**config.mk**
```make
export PLATFORM = sky130hd
export DESIGN_NAME = instr_dispatch_top
export DESIGN_NICKNAME = d
export VERILOG_FILES = /design/src/logic/instr_dispatch_pkg.sv /design/src/logic/instruction_buffer.sv /design/src/logic/load_router.sv /design/src/logic/dispatch_arbiter.sv /design/src/logic/instr_dispatch_top.sv
export VERILOG_INCLUDE_DIRS = /design/src /design/src/include
export SDC_FILE = /design/constraint.sdc
export NUM_CORES = 1
export LEC_CHECK = 0
export ABC_CLOCK_PERIOD_IN_PS = 5400
export BUFFER_PORTS_ARGS = -buffer_cell sky130_fd_sc_hd__buf_4
export CAP_MARGIN = 20
export CORE_MARGIN = 3
export CORE_UTILIZATION = 50
export CTS_CLUSTER_SIZE = 40
export DETAILED_ROUTE_END_ITERATION = 8
export HOLD_SLACK_MARGIN = 0.12
export PLACE_DENSITY = 0.66
export RECOVER_POWER = 100
export SLEW_MARGIN = 0
export SYNTH_ARGS = -nofsm -noshare
export SYNTH_HDL_FRONTEND = slang
export SYNTH_SLANG_ARGS = --single-unit
export TNS_END_PERCENT = 5
```
**constraint.sdc**
```tcl
create_clock -name rd_clk -period 5.4 [get_ports rd_clk]
set_input_delay 0.81 -clock rd_clk [delete_from_list [all_inputs] [get_ports rd_clk]]
set_output_delay 0.81 -clock rd_clk [all_outputs]
set_load 0.02 [all_outputs]
```
**src/include/instr_dispatch_params.svh**
```systemverilog
`ifndef INSTR_DISPATCH_PARAMS_SVH
`define INSTR_DISPATCH_PARAMS_SVH

// Instruction payload bits
`define ID_PAYLOAD_W 32

// Payload plus the last-word flag on top
`define ID_WORD_W (`ID_PAYLOAD_W + 1)

`define ID_DEPTH 16     // Words per channel buffer
`define ID_CHANNELS 2

`endif

```
**src/logic/instr_dispatch_pkg.sv**
```systemverilog
`include "instr_dispatch_params.svh"

package instr_dispatch_pkg;

    // Stored instruction word, top bit marks end of program
    typedef logic [`ID_WORD_W-1:0] instr_word_t;

    typedef logic [`ID_PAYLOAD_W-1:0] payload_t;

    typedef logic chan_t;

    // Wide enough to hold ID_DEPTH itself
    typedef logic [$clog2(`ID_DEPTH):0] count_t;

    typedef struct packed {
        chan_t       chan;
        instr_word_t word;
    } host_wr_t;

    typedef struct packed {
        chan_t    chan;
        logic     last;
        payload_t payload;
    } cmd_t;

    typedef enum logic {
        ARB_IDLE,
        ARB_BUSY
    } arb_state_t;

endpackage

```
**src/logic/instruction_buffer.sv**
```systemverilog
`timescale 1ns/1ps
`include "instr_dispatch_params.svh"

module instruction_buffer (
    input  logic                            rd_clk,
    input  logic                            reset,
    input  logic                            wr_valid,
    input  instr_dispatch_pkg::instr_word_t wr_data,
    output logic                            wr_ready,
    output logic                            rd_valid,
    input  logic                            rd_ready,
    output instr_dispatch_pkg::payload_t    rd_data,
    output logic                            rd_last
);
    import instr_dispatch_pkg::*;

    localparam int ADDR_W = $clog2(`ID_DEPTH);

    instr_word_t mem [`ID_DEPTH];

    // Pointers carry one wrap bit above the address
    count_t wr_ptr;
    count_t rd_ptr;
    count_t occupancy;      // Words held, including those in flight

    instr_word_t pre_word;  // RAM read stage
    logic        pre_valid;
    instr_word_t out_word;

    logic wr_fire;
    logic rd_fire;
    logic out_free;
    logic rd_issue;

    assign wr_ready = occupancy < count_t'(`ID_DEPTH);
    assign wr_fire  = wr_valid && wr_ready;
    assign rd_fire  = rd_valid && rd_ready;

    // Output register empty, or being emptied this cycle
    assign out_free = !rd_valid || rd_ready;

    // One word in the read stage at a time
    assign rd_issue = (rd_ptr != wr_ptr) && !pre_valid && out_free;

    always_ff @(posedge rd_clk) begin
        if (wr_fire) begin
            mem[wr_ptr[ADDR_W-1:0]] <= wr_data;
        end
        if (rd_issue) begin
            pre_word <= mem[rd_ptr[ADDR_W-1:0]];
        end
    end

    always_ff @(posedge rd_clk) begin
        if (pre_valid && out_free) begin
            out_word <= pre_word;
        end
    end

    always_ff @(posedge rd_clk) begin
        if (reset) begin
            wr_ptr    <= '0;
            rd_ptr    <= '0;
            occupancy <= '0;
            pre_valid <= 1'b0;
            rd_valid  <= 1'b0;
        end else begin
            if (wr_fire) begin
                wr_ptr <= wr_ptr + 1'b1;
            end
            if (rd_issue) begin
                rd_ptr <= rd_ptr + 1'b1;
            end

            case ({wr_fire, rd_fire})
                2'b10: occupancy <= occupancy + 1'b1;
                2'b01: occupancy <= occupancy - 1'b1;
                default: begin
                end
            endcase

            pre_valid <= rd_issue || (pre_valid && !out_free);

            if (out_free) begin
                rd_valid <= pre_valid;  // Load next or go empty
            end
        end
    end

    assign rd_data = out_word[`ID_PAYLOAD_W-1:0];
    assign rd_last = out_word[`ID_WORD_W-1];

endmodule

```
**src/logic/load_router.sv**
```systemverilog
`timescale 1ns/1ps
`include "instr_dispatch_params.svh"

module load_router (
    input  logic                            rd_clk,
    input  logic                            reset,
    input  instr_dispatch_pkg::host_wr_t    host_wr,
    input  logic                            host_valid,
    output logic                            host_ready,
    output logic [`ID_CHANNELS-1:0]         wr_valid,
    output instr_dispatch_pkg::instr_word_t wr_data,
    input  logic [`ID_CHANNELS-1:0]         wr_ready,
    input  logic                            prog_done,
    input  instr_dispatch_pkg::chan_t       done_chan,
    output logic [`ID_CHANNELS-1:0]         pending
);
    import instr_dispatch_pkg::*;

    // Complete programs waiting per channel
    count_t prog_cnt [`ID_CHANNELS];

    logic host_fire;
    logic last_in;

    assign host_ready = wr_ready[host_wr.chan];
    assign host_fire  = host_valid && host_ready;
    assign last_in    = host_wr.word[`ID_WORD_W-1];
    assign wr_data    = host_wr.word;   // Shared, valid picks the target

    for (genvar c = 0; c < `ID_CHANNELS; c++) begin : g_chan
        logic sel;
        logic inc;
        logic dec;

        assign sel         = host_wr.chan == chan_t'(c);
        assign wr_valid[c] = host_valid && sel;
        assign inc         = host_fire && sel && last_in;
        assign dec         = prog_done && (done_chan == chan_t'(c));

        always_ff @(posedge rd_clk) begin
            if (reset) begin
                prog_cnt[c] <= '0;
            end else if (inc && !dec) begin
                prog_cnt[c] <= prog_cnt[c] + 1'b1;
            end else if (dec && !inc) begin
                prog_cnt[c] <= prog_cnt[c] - 1'b1;
            end
        end

        assign pending[c] = prog_cnt[c] != '0;
    end

endmodule

```
**src/logic/dispatch_arbiter.sv**
```systemverilog
`timescale 1ns/1ps
`include "instr_dispatch_params.svh"

module dispatch_arbiter (
    input  logic                                             rd_clk,
    input  logic                                             reset,
    input  logic [`ID_CHANNELS-1:0]                          pending,
    input  logic [`ID_CHANNELS-1:0]                          rd_valid,
    input  instr_dispatch_pkg::payload_t [`ID_CHANNELS-1:0]  rd_data,
    input  logic [`ID_CHANNELS-1:0]                          rd_last,
    output logic [`ID_CHANNELS-1:0]                          rd_ready,
    output instr_dispatch_pkg::cmd_t                         cmd,
    output logic                                             cmd_valid,
    input  logic                                             cmd_ready,
    output logic                                             prog_done,
    output instr_dispatch_pkg::chan_t                        done_chan
);
    import instr_dispatch_pkg::*;

    arb_state_t state;
    chan_t      grant;
    chan_t      last_grant;     // Channel of the last finished program
    chan_t      other;
    chan_t      pick;
    logic       busy;
    logic       want;

    // Round-robin between the two channels
    assign other = ~last_grant;
    assign pick  = pending[other] ? other : last_grant;
    assign want  = |pending;
    assign busy  = state == ARB_BUSY;

    // Granted program passes straight through
    always_comb begin
        cmd.chan    = grant;
        cmd.last    = rd_last[grant];
        cmd.payload = rd_data[grant];
    end

    assign cmd_valid = busy && rd_valid[grant];

    always_comb begin
        rd_ready = '0;
        if (busy) begin
            rd_ready[grant] = cmd_ready;
        end
    end

    // Same cycle as the last transfer, so pending is current when idle
    assign prog_done = cmd_valid && cmd_ready && rd_last[grant];
    assign done_chan = grant;

    always_ff @(posedge rd_clk) begin
        if (reset) begin
            state      <= ARB_IDLE;
            grant      <= '0;
            last_grant <= 1'b1;     // Channel 0 goes first
        end else begin
            case (state)
                ARB_IDLE: begin
                    if (want) begin
                        state <= ARB_BUSY;
                        grant <= pick;
                    end
                end
                ARB_BUSY: begin
                    if (prog_done) begin
                        state      <= ARB_IDLE;
                        last_grant <= grant;
                    end
                end
                default: state <= ARB_IDLE;
            endcase
        end
    end

endmodule

```
**src/logic/instr_dispatch_top.sv**
```systemverilog
`timescale 1ns/1ps
`include "instr_dispatch_params.svh"

module instr_dispatch_top (
    input  logic                         rd_clk,
    input  logic                         reset,
    input  instr_dispatch_pkg::host_wr_t host_wr,
    input  logic                         host_valid,
    output logic                         host_ready,
    output instr_dispatch_pkg::cmd_t     cmd,
    output logic                         cmd_valid,
    input  logic                         cmd_ready
);
    import instr_dispatch_pkg::*;

    logic [`ID_CHANNELS-1:0]     wr_valid;
    logic [`ID_CHANNELS-1:0]     wr_ready;
    instr_word_t                 wr_data;

    logic [`ID_CHANNELS-1:0]     rd_valid;
    logic [`ID_CHANNELS-1:0]     rd_ready;
    logic [`ID_CHANNELS-1:0]     rd_last;
    payload_t [`ID_CHANNELS-1:0] rd_data;

    logic [`ID_CHANNELS-1:0]     pending;
    logic                        prog_done;
    chan_t                       done_chan;

    load_router u_router (
        .rd_clk     (rd_clk),
        .reset      (reset),
        .host_wr    (host_wr),
        .host_valid (host_valid),
        .host_ready (host_ready),
        .wr_valid   (wr_valid),
        .wr_data    (wr_data),
        .wr_ready   (wr_ready),
        .prog_done  (prog_done),
        .done_chan  (done_chan),
        .pending    (pending)
    );

    for (genvar c = 0; c < `ID_CHANNELS; c++) begin : g_buf
        instruction_buffer u_buf (
            .rd_clk   (rd_clk),
            .reset    (reset),
            .wr_valid (wr_valid[c]),
            .wr_data  (wr_data),
            .wr_ready (wr_ready[c]),
            .rd_valid (rd_valid[c]),
            .rd_ready (rd_ready[c]),
            .rd_data  (rd_data[c]),
            .rd_last  (rd_last[c])
        );
    end

    dispatch_arbiter u_arb (
        .rd_clk    (rd_clk),
        .reset     (reset),
        .pending   (pending),
        .rd_valid  (rd_valid),
        .rd_data   (rd_data),
        .rd_last   (rd_last),
        .rd_ready  (rd_ready),
        .cmd       (cmd),
        .cmd_valid (cmd_valid),
        .cmd_ready (cmd_ready),
        .prog_done (prog_done),
        .done_chan (done_chan)
    );

endmodule

```
==> impl_results.md, run 1 <==
- Post-synth EDFFs: roughly 1.2k
- Register area share after synthesis: 0.774
- Initial antenna violation count: 3
- Clock-pin slew on the worst setup and hold paths: 0.06 ns
- Failing checks: max-capacitance violations, max-slew violations
- Number of global-route vias before repair: 23.1k
- Rel. slew slack: -1.00
- Clock Skews: 0.0213 ns
- Int Pwr: 17.4 mW
- Crit-path max FO: 14
- # resized after CTS: 0
- Synth area leaders: edfxtp_1, mux4_2, dfxtp_1
- Synth warn: 0
- Seq. cell area: 0.0367 sq mm
- Most frequent cell after synthesis: edfxtp_1
- Post-CTS setup buffer count: 0
- DR vias/cell: 5.97
- CTS tree: done
- Clock Tree Buf Depth: 3
- Mapped Area: 0.0475 sq mm
- Least-Margin Pin Slew: about 3.0 ns
- Initial Util: 0.506
- RSZ-0062 raised after global routing: no
- Worst Path Arrival: roughly 4.4 ns
- Layout net count: 2410
- Largest net degree at the start of global routing: 90
- Max cap viols: 34
- Maximum vdd drop: roughly 0.00031 V
- Core Util, Final: 0.567
- Die width: 314 microns
- Area delta synth->final: 12.0%
- XOR/XNOR Fraction of Synth Area: 0.00535
- Endpoints failing setup: 0
- Power per cell area: approximately 440 mW/mm^2
- Period Utilization, post-route: 0.761
- Detailed Route Iter0 Violations: 2377
- Routed Antenna Nets: 0
- Tmin final: 4.11 ns
- Biggest area consumer among synthesized cells: edfxtp_1
- Ports: between 70 and 80
- Endpoints failing hold: 0
- Sw frac: 0.250
- Final-layout fill cell count: 6815
- Layout cells sized above 1: 0.218
- GPL Wtd Cong: 0.765
- Setup TNS: 0 ns
- Max Slew Vio Count: 939
- CP endpoint kind: register
- Clock latency on the worst-skew pair: 0.69 ns
- Async SR Flop Fraction: 0
- Outcome: finished with violations
- Core Area: roughly 0.094 sq mm
- Tot GR Track Use: 0.215
- Synth Register Bits: 1235
- Die height: 314 microns
- Comb power frac: 0.151
- Std-Cell Rows: 112
- CP required: 5.69 ns
- Post-synthesis mux area share: 0.149
- Multi-input logic area: 0.0101 sq mm
- Hold slack final: 0.408 ns
- Die ar.: 0.0986 sq mm
- CP Class: reg -> reg
- Clock sink total: 1235
- Number of CTS-inserted buffers: 121
- Synth Instances: 2210
- Pre-Repair DR Iteration Count: 6
- HP Class: reg -> reg
- Switching pwr: between 5 and 6 mW
- CTS Hold Bufs: 0
- Synth cell count leaders: edfxtp_1, mux4_2, a21oi_1
- Final Non-Filler Cells: between 3k and 4k
- Placed instance count: 3475
- WL per Instance: 28.2 microns
- Root Driver: clkbuf_16
- Top_reg_cell synth: edfxtp_1
- # H-tree levels: 3
- Dpl hpwl: roughly 60 mm
- FMAX: 243 MHz
- DR vias: 22.1k
- Compound-Gate Fraction of Synth Area: 0.0249
- Syn_area_per_cell: 21.5 sq um
- Simple-Gate Fraction of Synth Area: 0.0241
- First-pass GRT wire length: 156 mm
- Leakage: 16.2 nW
- PortBufs: 73
- Area share of the largest cell type after synthesis: 0.758
- Share of power burned in registers: 0.504
- Gr ovfl total: 0
- Syn nets: between 2k and 2.5k
- Clock power share: 0.345
- Post-Synth Adder-Cell Area: 0.00759
- Nature of the critical path startpoint: register
- Yosys cell types: 49
- DRT Wirelength: 104 mm
- Largest family of logic cells by synthesized area: multiplexers
- Number of remaining DRC errors: 0
==> final timing paths <==
path                                                  start                          to  slack (ns)  depth (start not counted)
worst max-delay path            g_buf[0].u_buf.occupancy[4]   g_buf[0].u_buf.mem[5][25]        1.29                          4
worst min-delay path             g_buf[0].u_buf.pre_word[1]  g_buf[0].u_buf.out_word[1]        0.41                          0
worst max register to register  g_buf[0].u_buf.occupancy[4]   g_buf[0].u_buf.mem[5][25]        1.29                          4
worst min register to register   g_buf[0].u_buf.pre_word[1]  g_buf[0].u_buf.out_word[1]        0.41                          0
==> power groups by stage <==
stage,Combinational [mW],Sequential [mW],Clock [mW]
after floorplan,2.73,11.6,0
after global placement,3.56,11.9,0
after detailed placement,3.61,11.9,0
after CTS,3.62,11.7,8.17
after global routing,3.80,11.8,8.53
final,3.51,11.7,8.02
==> layout make-up <==
cell class / count / share of cell area
tap: 1254 / 0.0295
multi-input combinational: 833 / 0.190
sequential: 1235 / 0.691
inverter: 25 / 0.00177
clock buffer: 152 / 0.0597
antenna: 2 / 0.0000942
clock inverter: 74 / 0.0114
timing repair buffer: 129 / 0.0159
==> flip-flops by register name, indices dropped and copies added (netlist names), named ones only <==
signal	cells
g_buf.u_buf.mem	1056
g_buf.u_buf.occupancy	10
g_buf.u_buf.out_word	66
g_buf.u_buf.pre_word	66
g_buf.u_buf.rd_ptr	10
g_buf.u_buf.rd_valid	2
g_buf.u_buf.wr_ptr	10
u_arb.busy	1
u_arb.done_chan	1
u_arb.last_grant	1
u_router.prog_cnt	10
==> placed cells by master (no fill, tap or decap), drive strengths merged, types with 2 or more instances in the layout <==
cell type and n:
and3 2, xor2 12, o21ai 10, a311oi 2
nor2b 74, bufinv 8, nand3 15, xnor2 17
ha 24, clkinv 61, nor2 69, a21o 7
or3b 2, dfxtp 37, a211oi 70, mux4 264
nor3 12, nand2 18, mux2i 73, buf 60
mux2 35, fa 3, o211ai 2, nand4 3
clkbuf 221, edfxtp 1198, nand3b 2, diode 2
or3 8, inv 29, a21boi 2, nand2b 5
a21oi 90
==> cells by family (layout without fill, tap and decap cells) <==
logic type	count (synthesis)	after routing
AOI/OAI and AO/OA	188	188
xor gates and xnor gates	29	29
adders and majority gates	27	27
buffers and inverters	142	380
DFF	1235	1235
muxes	372	372
other	0	2
and+or+nand+nor	217	217
==> worst max-delay path: stages (launching register included) <==
cell	delay, ns
dfxtp_1	0.33
nor3b_1	1.18
nand2_1	0.55
nor2_4	0.65
clkbuf_1	0.96
==> through the flow <==
step	worst slack, ns	cell area [sq um]	total power [mW]
6_report	1.29	53200	23.2
5_1_grt	1.13	53200	24.1
4_1_cts	2.26	53600	23.5
3_5_place_dp	1.98	49800	15.5
3_3_place_gp	2.01	49700	15.4
2_1_floorplan	1.33	47500	14.3
==> routing by layer <==
metal	vias up	GRT usage	wire length, microns
li1	9405	-	-
met1	11803	0.311	44100
met2	755	0.341	50700
met3	151	0.0424	7120
met4	2	0.0551	2390
met5	-	0	7
(Power assumes the default switching activity.)
==> run 2, diff against run 1 <==
--- a/config.mk
+++ b/config.mk
@@ -6,7 +6,7 @@
 export SDC_FILE = /design/constraint.sdc
 export NUM_CORES = 1
 export LEC_CHECK = 0
-export ABC_CLOCK_PERIOD_IN_PS = 5400
+export ABC_CLOCK_PERIOD_IN_PS = 3400
 export BUFFER_PORTS_ARGS = -buffer_cell sky130_fd_sc_hd__buf_4
 export CAP_MARGIN = 20
 export CORE_MARGIN = 3
@@ -14,7 +14,7 @@
 export CTS_CLUSTER_SIZE = 40
 export DETAILED_ROUTE_END_ITERATION = 8
 export HOLD_SLACK_MARGIN = 0.12
-export PLACE_DENSITY = 0.66
+export PLACE_DENSITY = 0.68
 export RECOVER_POWER = 100
 export SLEW_MARGIN = 0
 export SYNTH_ARGS = -nofsm -noshare
==> constraint.sdc (replaced) <==
create_clock -name rd_clk -period 3.4 [get_ports rd_clk]
set_input_delay 0.51 -clock rd_clk [delete_from_list [all_inputs] [get_ports rd_clk]]
set_output_delay 0.51 -clock rd_clk [all_outputs]
set_load 0.02 [all_outputs]
==> impl_results.md, run 2 (same netlist as run 1, synthesis figures left out) <==
- DRT Wirelength: 103 mm (-1.6%)
- HP Class: in -> reg
- RSZ-0062 raised after global routing: no
- CP required: 2.89 ns (-2.80 ns)
- Crit path depth: 3 (-1)
- Crit-path max cell delay: 0.92 ns (-0.26 ns)
- CTS tree: done
- DR vias/cell: 5.95 (-0.28%)
- Number of global-route vias before repair: 22.9k (-1.1%)
- CP Class: reg -> out
- Leakage: 16.3 nW (+0.86%)
- Std-Cell Rows: 112 (unchanged)
- Detailed Route Iter0 Violations: 2551 (+7.3%)
- Dpl hpwl: 56.5 mm (-5.7%)
- Clock Tree Buf Depth: 3 (unchanged)
- Commonest non-fill, non-tap cell in the layout: edfxtp_1
- Hold depth: 4 (+4)
- Ports: 74 (unchanged)
- Post-route setup slack: 0.213 ns (-1.08 ns)
- Die height: 314 microns (unchanged)
- Max Slew Vio Count: 237 (-75%)
- Crit path max-delay family: buffers and inverters
- Endpoints failing hold: 0 (unchanged)
- Failing checks: max-capacitance violations, max-slew violations
- Pre-Repair DR Iteration Count: 5 (-1)
- Post-layout instance area: 0.0535 sq mm (+0.56%)
- Hold slack final: 0.271 ns (-0.137 ns)
- Share of power burned in registers: 0.495 (-0.009)
- Final-layout fill cell count: 6787 (-0.41%)
- # resized after CTS: 0 (unchanged)
- Int Pwr: 27.9 mW (+60%)
- Clock sink total: 1235 (unchanged)
- Max cap viols: 10 (-71%)
- Post-CTS setup buffer count: 0 (unchanged)
- Total Power: 37.0 mW (+59%)
- DR vias: 22.2k (+0.18%)
- Initial antenna violation count: 1 (-2)
- Layout net count: 2426 (+0.66%)
- Commonest cells after routing, fill and taps aside: edfxtp_1, mux4_2, clkbuf_16
- Number of remaining DRC errors: 0 (unchanged)
- Root Driver: clkbuf_16
- Number of CTS-inserted buffers: 119 (-1.7%)
- FMAX: 314 MHz
- Layout cells sized above 1: 0.237 (+0.0187)
- Crit-path max FO: 38 (+24)
- Outcome: finished with violations
- Die ar.: 0.0986 sq mm (unchanged)
- Clock-pin slew on the worst setup and hold paths: 0.06 ns (about the same)
- Rel. slew slack: -0.0606 (+0.941)
- First-pass GRT wire length: 153 mm (-1.5%)
- Seq. cell area: 0.0367 sq mm (about the same)
- Area delta synth->final: 12.6%
- Worst Path Arrival: 2.68 ns (-1.72 ns)
- Worst reg2reg path depth: 6 (+2)
- Comb power frac: 0.158 (+0.007)
- Largest net degree at the start of global routing: 70 (-22%)
- Max FFs per register: 1056 (unchanged)
- Core Area: 0.0937 sq mm (unchanged)
- Sw frac: 0.246 (-0.00379)
- CP bufs+invs: 2 (+1)
- WL per Instance: 27.6 microns (-2.1%)
- Die width: 314 microns (unchanged)
- Tmin final: between 3 and 4 ns
- Tot GR Track Use: 0.212 (-0.00329)
- Crit path cell chain: clkbuf_2, mux2_2, buf_4
- Clock Skews: 0.0405 ns (+0.0192 ns)
- DP Area: 0.0501 sq mm (+0.70%)
- Nature of the critical path startpoint: register
- Initial Util: 0.506 (unchanged)
- Crit path max-delay cell type: clkbuf_2
- Routed Antenna Nets: 0 (unchanged)
- Multi-input logic area: 0.0101 sq mm (+0.21%)
- GPL Wtd Cong: 0.785 (+2.7%)
- Clock latency on the worst-skew pair: 0.70 ns (about the same)
- Period Utilization, post-route: 0.937
- Least-Margin Pin Slew: 1.59 ns (-1.41 ns)
- Endpoints failing setup: 0 (unchanged)
- CP endpoint kind: output pin
- Switching pwr: 9.11 mW (+57%)
- Clock power share: 0.347 (+0.002)
- Power per cell area: 692 mW/mm^2 (+58%)
- PortBufs: 73 (unchanged)
- # H-tree levels: 3 (unchanged)
- Maximum vdd drop: 0.000464 V (+51%)
- CTS Hold Bufs: 0 (unchanged)
- Gr ovfl total: 0 (unchanged)
- DP Worst Slack: 0.319 ns (-1.66 ns)
run 2: power groups by stage:
stage | registers (mW) | clock network (mW) | logic (mW)
after floorplan | 18.4 | 0 | 4.34
after CTS | 18.3 | 13.1 | 6.07
after global placement | 18.6 | 0 | 5.96
final | 18.3 | 12.8 | 5.86
after detailed placement | 18.6 | 0 | 6.04
after global routing | 18.4 | 13.7 | 6.36
run 2: cell type report:
cell class,instances,area share
antenna,1,0.0000468
clock buffer,149,0.0586
sequential,1235,0.687
tap,1254,0.0294
clock inverter,77,0.0130
multi-input combinational,833,0.190
timing repair buffer,147,0.0202
inverter,25,0.00176
run 2: routing by layer:
metal  share of wire  wire, microns  track usage
met5               0              0            0
met4           0.014           1440       0.0445
met3           0.071           7290       0.0321
met2            0.49          50000        0.340
met1            0.43          43900        0.314
run 2: worst min-delay path, delay by kind of cell:
family / cells / cell delay [ns]
simple gates: 2 / 0.19
compound gates: 1 / 0.09
buf+inv: 1 / 0.12
run 2: final timing paths:
path / startpoint / end / slack [ns]
setup / recovery: u_arb.done_chan / cmd[10] / 0.21
hold / removal: cmd_ready / u_arb.last_grant / 0.27
setup reg to reg: u_arb.done_chan / g_buf[0].u_buf.pre_word[1] / 0.33
hold reg to reg: g_buf[1].u_buf.pre_word[10] / g_buf[1].u_buf.out_word[10] / 0.41
run 2: per-stage QoR:
step / TNS, ns / std cells / utilization
after CTS: 0 / 3720 / 0.576
final: 0 / 3721 / 0.570
after global placement: 0 / 3494 / 0.535
after floorplan: -87.17 / 2210 / -
after detailed placement: 0 / 3494 / 0.535
after global routing: 0 / 3720 / 0.570
==> run 3, diff against run 2 <==
--- a/config.mk
+++ b/config.mk
@@ -9,7 +9,6 @@
 export ABC_CLOCK_PERIOD_IN_PS = 3400
 export BUFFER_PORTS_ARGS = -buffer_cell sky130_fd_sc_hd__buf_4
 export CAP_MARGIN = 20
-export CORE_MARGIN = 3
 export CORE_UTILIZATION = 50
 export CTS_CLUSTER_SIZE = 40
 export DETAILED_ROUTE_END_ITERATION = 8
==> impl_results.md, run 3 (same netlist as run 1, synthesis figures left out) <==
- Dpl hpwl: 57.6 mm (+1.8%)
- Crit path max-delay cell type: clkbuf_1
- Clock Skews: 0.0357 ns (-0.00483 ns)
- Std-Cell Rows: 112 (unchanged)
- PortBufs: 73 (unchanged)
- Switching pwr: 9.22 mW (+1.1%)
- Ant diodes: 0 (-1)
- Clock power share: 0.343 (-0.004)
- Gr ovfl total: 0 (unchanged)
- Number of remaining DRC errors: 0 (unchanged)
- Root Driver: clkbuf_16
- Cell mode on critical path: clkbuf_1
- Crit-path max cell delay: 0.97 ns (+0.05 ns)
- Core Area: 0.0936 sq mm (-0.15%)
- CP Class: reg -> reg
- Rel. slew slack: -0.0618 (-0.00116)
- Tot GR Track Use: 0.220 (+0.00853)
- Tmin final: 3.07 ns (-0.115 ns)
- Share of power burned in registers: 0.498 (+0.003)
- Clock latency on the worst-skew pair: 0.71 ns (about the same)
- Die width: 310 microns (-1.3%)
- CTS tree: done
- Largest net degree at the start of global routing: 70 (unchanged)
- Sw frac: 0.250 (+0.00340)
- Nature of the critical path startpoint: register
- Commonest cells after routing, fill and taps aside: edfxtp_1, mux4_2, clkbuf_16
- Routed Antenna Nets: 0 (unchanged)
- Area delta synth->final: 12.5% (about the same)
- Leakage: 16.4 nW (+0.29%)
- RSZ-0062 raised after global routing: no
- First-pass GRT wire length: 152 mm (-0.76%)
- Power per cell area: 691 mW/mm^2 (-0.14%)
- Max cap viols: 1 (-9)
- Number of CTS-inserted buffers: 119 (unchanged)
- Outcome: finished with violations
- Setup TNS: 0 ns (unchanged)
- Layout cells sized above 1: 0.237 (about the same)
- Detailed Route Iter0 Violations: 2308 (-9.5%)
- CTS Hold Bufs: 0 (unchanged)
- Layout net count: 2444 (+0.74%)
- Comb power frac: 0.159 (about the same)
- Die ar.: 0.0961 sq mm (-2.5%)
- DRT Wirelength: 104 mm (+1.3%)
- Endpoints failing setup: 0 (unchanged)
- DR vias/cell: 6.02 (+1.1%)
- Int Pwr: 27.7 mW (-0.68%)
- Clock-pin slew on the worst setup and hold paths: 0.06 ns (about the same)
- Die height: 310 microns (-1.3%)
- Maximum vdd drop: 0.000431 V (-7.3%)
- Commonest non-fill, non-tap cell in the layout: edfxtp_1
- Endpoints failing hold: 0 (unchanged)
- Crit path cell chain: and3b_1, clkbuf_1, nand2_1, nor2_1, clkbuf_1
- # H-tree levels: 3 (unchanged)
- Period Utilization, post-route: 0.903 (-0.0339)
- Max FFs per register: 1056 (unchanged)
- Initial antenna violation count: 1 (unchanged)
- Crit-path max FO: 13 (-66%)
- Max Slew Vio Count: 37 (-84%)
- Total Power: 36.9 mW (-0.23%)
- Ports: 74 (unchanged)
- Initial Util: 0.507 (+0.000758)
- CP endpoint kind: register
- HP Class: in -> reg
- Least-Margin Pin Slew: 1.59 ns (+0.00174 ns)
- Number of global-route vias before repair: 22.8k (-0.17%)
- DR vias: 22.5k (+1.4%)
- Failing checks: max-capacitance violations, max-slew violations
- Clock sink total: 1235 (unchanged)
- FMAX: 326 MHz (+3.7%)
- CP required: 3.69 ns (+0.80 ns)
- WL per Instance: 27.8 microns (+0.94%)
- Pre-Repair DR Iteration Count: 5 (unchanged)
- GPL Wtd Cong: 0.789 (+0.48%)
- # resized after CTS: 0 (unchanged)
- Clock Tree Buf Depth: 3 (unchanged)
- Post-CTS setup buffer count: 0 (unchanged)
- Worst Path Arrival: 3.36 ns (+0.68 ns)
run 3: cell count changes in the layout (fill, tap and decap cells not counted), moves of 8 or more:
cell,previous run,this run
clkinv_1,30,21
clkbuf_2,23,33
mux2_1,13,29
mux2_2,22,6
buf_4,42,56
buf_12,20,12
run 3: final cells by class:
class | instances | area, sq um
Inverter | 25 | 93.8
Fill cell | 6872 | 40200
Clock inverter | 70 | 564
Timing Repair Buffer | 165 | 1100
Multi-Input combinational cell | 833 | 10100
Tap cell | 1254 | 1570
Sequential cell | 1235 | 36700
Clock buffer | 153 | 3210
run 3: metal layers:
metal  global-route usage  up-vias  share of wire
li1                     -     9462              -
met1                0.319    12038           0.42
met2                0.354      826           0.49
met3               0.0336      151          0.072
met4               0.0574        0          0.020
met5                    0        -              0
run 3: power groups by stage:
stage | Combinational, mW | Clock [mW] | Sequential (mW)
CTS | 6.10 | 12.9 | 18.4
floorplan | 4.34 | 0 | 18.4
global placement | 5.97 | 0 | 18.7
finish | 5.87 | 12.7 | 18.4
global route | 6.32 | 13.5 | 18.5
detailed placement | 6.07 | 0 | 18.7
run 3: critical path, delay by kind of cell (launching register included):
kind	cells	cell delay, ns
flip-flops	1	0.33
buffers and inverters	2	1.39
AND/OR/NAND/NOR	3	0.92
run 3: per-stage QoR:
step	area [sq um]	hold WS, ns	utilization	cells	setup WS [ns]
6_report	53400	0.248	0.570	3735	0.328
5_1_grt	53400	0.258	0.570	3735	0.192
4_1_cts	54000	0.166	0.577	3735	0.549
3_5_place_dp	50300	0.405	0.537	3512	0.419
3_3_place_gp	50300	0.402	0.537	3512	0.430
2_1_floorplan	47500	0.400	-	2210	-0.339
run 3: worst paths after layout:
path                                                  start  cells after the start                           to  slack [ns]
worst max-delay path            g_buf[1].u_buf.occupancy[4]                      5    g_buf[1].u_buf.mem[12][2]        0.33
worst min-delay path                              cmd_ready                      4             u_arb.last_grant        0.25
worst max register to register  g_buf[1].u_buf.occupancy[4]                      5    g_buf[1].u_buf.mem[12][2]        0.33
worst min register to register  g_buf[0].u_buf.pre_word[28]                      0  g_buf[0].u_buf.out_word[28]        0.41
